<file path="src/cachePkg.sv">
package cachePkg;

    // Data word on APB and in the cache.
    typedef logic [31:0] wordT;

    // Two words per line, low word first.
    typedef logic [63:0] lineT;

    // Tag from address bits 18:9.
    typedef logic [9:0] tagT;

    // Set index from address bits 8:3.
    typedef logic [5:0] indexT;

    // Tag and index together, the SRAM line address.
    typedef logic [15:0] lineAddrT;

    // Memory request from a cache, passed on by the arbiter.
    typedef struct packed {
        logic     valid;
        logic     write;
        lineAddrT lineAddr;
        logic     wordSel;
        wordT     wData;
    } memReqT;

    // Memory response, done pulse with the full line.
    typedef struct packed {
        logic done;
        lineT rData;
    } memRspT;

    // Granted write broadcast to both caches.
    typedef struct packed {
        logic     valid;
        lineAddrT lineAddr;
    } snoopT;

    typedef enum logic [1:0] {Idle, Lookup, MemWait, Respond} cacheStateT;

endpackage

</file>
<file path="src/memArbiter.sv">
`timescale 1ns/100ps

module memArbiter (
    input  logic             clk,
    input  logic             rst,
    input  cachePkg::memReqT reqA,
    input  cachePkg::memReqT reqB,
    output cachePkg::memRspT rspA,
    output cachePkg::memRspT rspB,
    output cachePkg::memReqT sramReq,
    input  cachePkg::memRspT sramRsp,
    output cachePkg::snoopT  snoop
);
    import cachePkg::*;

    logic   busy;
    logic   fwd;
    logic   grantB;
    logic   lastB;
    logic   pickB;
    memReqT sel;

    // The port not served last wins a tie.
    assign pickB = (reqA.valid && reqB.valid) ? !lastB : reqB.valid;

    always_ff @(posedge clk or posedge rst) begin
        if (rst) begin
            busy   <= 1'b0;
            fwd    <= 1'b0;
            grantB <= 1'b0;
            lastB  <= 1'b0;
        end else begin
            fwd <= 1'b0;
            if (!busy) begin
                if (reqA.valid || reqB.valid) begin
                    busy   <= 1'b1;
                    fwd    <= 1'b1;
                    grantB <= pickB;
                end
            end else if (sramRsp.done) begin
                busy  <= 1'b0;
                lastB <= grantB;
            end
        end
    end

    assign sel = grantB ? reqB : reqA;

    // One-cycle forward in the grant cycle.
    always_comb begin
        sramReq       = sel;
        sramReq.valid = fwd;
        snoop.valid    = fwd && sel.write;
        snoop.lineAddr = sel.lineAddr;
    end

    // Done goes to the granted port only.
    assign rspA.done  = sramRsp.done && busy && !grantB;
    assign rspA.rData = sramRsp.rData;
    assign rspB.done  = sramRsp.done && busy && grantB;
    assign rspB.rData = sramRsp.rData;

endmodule

</file>
<file path="config.mk">
export PLATFORM = sky130hd
export DESIGN_NAME = memArbiter
export DESIGN_NICKNAME = d
export VERILOG_FILES = /design/src/cachePkg.sv /design/src/memArbiter.sv
export SDC_FILE = /design/constraint.sdc
export NUM_CORES = 1
export LEC_CHECK = 0
export BUFFER_PORTS_ARGS = -buffer_cell sky130_fd_sc_hd__buf_2
export CAP_MARGIN = 10
export CORE_AREA = 8 8 135 137
export DETAILED_ROUTE_END_ITERATION = 10
export DIE_AREA = 0 0 143 145
export PLACE_DENSITY_LB_ADDON = 0.12
export SYNTH_ARGS = -nofsm -noshare
export SYNTH_HDL_FRONTEND = slang
export SYNTH_SLANG_ARGS = --single-unit
</file>
<file path="constraint.sdc">
create_clock -name clk -period 2.2 [get_ports clk]
set_clock_uncertainty 0.1 [all_clocks]
set_input_delay 0.22 -clock clk [delete_from_list [all_inputs] [get_ports clk]]
set_output_delay 0.22 -clock clk [all_outputs]
set_load 0.02 [all_outputs]
</file>
==> results.yml <==
logic_synthesis:
  synthTopCellsByArea: "buf_4 53%, mux2_4 35%, dfrtp_1 4.8%"
  synth_top_area_share_pct: 52.50
  synth_nets: 387
  ys_types: 14
  synth_top_area_cell: "buf_4"
  netlist_instances: 218
  synth.avg_cell_area_um2: 9.510
  syn_area_mm2: 0.002073
  synth_seq_cells: 4
  ys_seq_area_share_pct: 4.828
  synth.yosys.warnings: 0
finish:
  final_common_cell: "buf_2"
  utilization_pct: 13.58
  multiInputGateArea_um2: 809.5
  synthToLayoutAreaGrowth_pct: 5.915
  antenna_cells: 0
  fillers: 1841
  layout_common_cells: "174 x buf_2, 49 x mux2_4, 3 x nor2_1, 3 x dfrtp_1, 3 x clkbuf_16"
  drive_gt1_share_pct: 92.74
  regArea_um2: 103.9
  nNetsFinal: 418
clocking:
  cts_setup_buffers: 0
  cts-root-buf: "clkbuf_16"
  h-tree-depth: 1
  cts_buffers: 3
  cts_sinks: 4
  clock_path_buffers: 2
  insertion_delay_ns: 0.22
  cts.repair.resized: 0
  hold_buffers: 1
  clkTransAtPathRegs_ns: 0.03
  cts_tree: "done"
setup_path:
  critPathMaxStageDelay_ns: 0.60
  cp-end-kind: "output pin"
  worstReg2RegStart: "grantB$_DFFE_PP0P_"
  crit_path_start_kind: "register"
  critical_path_required_ns: 1.88
  path_cells: "buf_12 -> mux2_4 -> buf_2"
  r2r_setup_slack_ns: 0.86
  arrival_ns: 1.60
  startpoint: "grantB$_DFFE_PP0P_"
  critPathKind: "register to output pin"
  critPathMaxFanout: 25
  slowest_stage: "dfrtp_4"
timing:
  rsz0062_at_grt: "false"
  worst_pin_slew_ns: 0.3042
  finalSetupViolations: 0
  layout_setup_ws_ns: 0.2788
  hold-worst-slack_ns: 0.1513
  fmax_mhz: 520.5
  slew_headroom_pct: 79.72
  finalCritPeriodShare_pct: 87.33
  slew_viol_final: 0
  hold_viol: 0
  period_minus_slack_ns: 1.921
  final.setup.tns_ns: 0
die:
  die_h_um: 145
  fp-row-count: 47
  boundaryPins: 367
  fp.coreArea_mm2: 0.01617
  die_w_um: 143
  start_util_pct: 12.82
  dieArea_mm2: 0.02074
power:
  cellPowerDensity_mw_per_mm2: 726.2
  worst_ir_drop_vdd_mv: 0.1984
  finalPower_mw: 1.595
  p_leak_nw: 1.247
route:
  firstDrtPassIters: 4
  wl_per_cell_um: 14.38
  vias_per_cell: 3.024
  postRouteAntennaNets: 0
  drc: 0
  first_iter_violations: 32
  wirelength_um: 6731
  vias: 1415
global_route:
  grt_use_total_pct: 5.653
  grt_max_degree: 26
  grt_pass1_vias: 1590
  grt_antenna_before_repair: 0
  grt_pass1_wl_um: 9197
  gr-total-overflow: 0
flow_run:
  maxCapViolations: 0
placement:
  portBuffers: 174
  hpwl_um: 6162
  dp_slack_ns: 0.4989
  gp_congestion: 0.8038
min_path:
  min-delay-start: "reqB[50]"
  hp-class: "input pin to register"
status:
  outcome: "complete, no violations"
-- through the flow --
step | instances | instance area (um^2)
after global placement | 463 | 2107
after global routing | 468 | 2196
after CTS | 468 | 2196
final | 468 | 2196
after floorplan | 218 | 2073
after detailed placement | 463 | 2107
-- state kept, by name, summed over array words and instances (netlist names) --
signal  count
busy        1
fwd         1
grantB      1
lastB       1
-- synthesized netlist by cell type --
cell and instances:
a21boi_0 1, a32o_1 1, nand2_1 2, and3_1 1, a21o_1 1, and2_1 1, nor2_1 3, inv_1 2
mux2_2 1, mux2_4 49, nand2b_1 1, buf_4 145, dfrtp_1 4, buf_6 6
-- metal layers --
layer	up-vias	global-route usage (%)	part of all wire, %
li1	617	-	-
met1	594	4.622	30
met2	156	10.19	47
met3	48	3.182	19
met4	0	3.509	4.8
met5	-	0	0
-- final timing paths --
path	depth (start not counted)	end
setup / recovery	3	snoop[14]
hold / removal	3	fwd$_DFF_PP0_
setup reg to reg	3	lastB$_DFFE_PP0P_
hold reg to reg	1	lastB$_DFFE_PP0P_
max in group asynchronous	3	grantB$_DFFE_PP0P_
min in group asynchronous	3	lastB$_DFFE_PP0P_
-- final cells by class --
| cell class | instances | share of cell area (%) |
|---|---|---|
| Inverter | 2 | 0.3419 |
| Timing Repair Buffer | 177 | 41.94 |
| Tap cell | 220 | 12.54 |
| Sequential cell | 4 | 4.729 |
| Clock buffer | 4 | 3.590 |
| Multi-Input combinational cell | 61 | 36.87 |
-- report_power, final --
| group | internal, mW | total [mW] | switching, mW | leakage (nW) |
|---|---|---|---|---|
| clock network | 0.240 | 0.293 | 0.0538 | 0.0382 |
| registers | 0.0912 | 0.138 | 0.0468 | 0.0468 |
| logic | 0.569 | 1.16 | 0.594 | 1.16 |
-- critical path: cells and delay by family (launching register included) --
kind                   cells  cell delay [ns]
flip-flops                 1             0.60
multiplexers               1             0.33
buffers and inverters      2             0.42
-- cell families (layout without fill, tap and decap cells) --
group	Yosys count	after routing	share of synthesized area, %
simple gates	8	8	1.811
mux	50	50	36.03
compound gates	3	3	1.207
buf+inv	153	183	56.13
flops	4	4	4.828
Note: power is estimated with default switching activity, not from simulation.
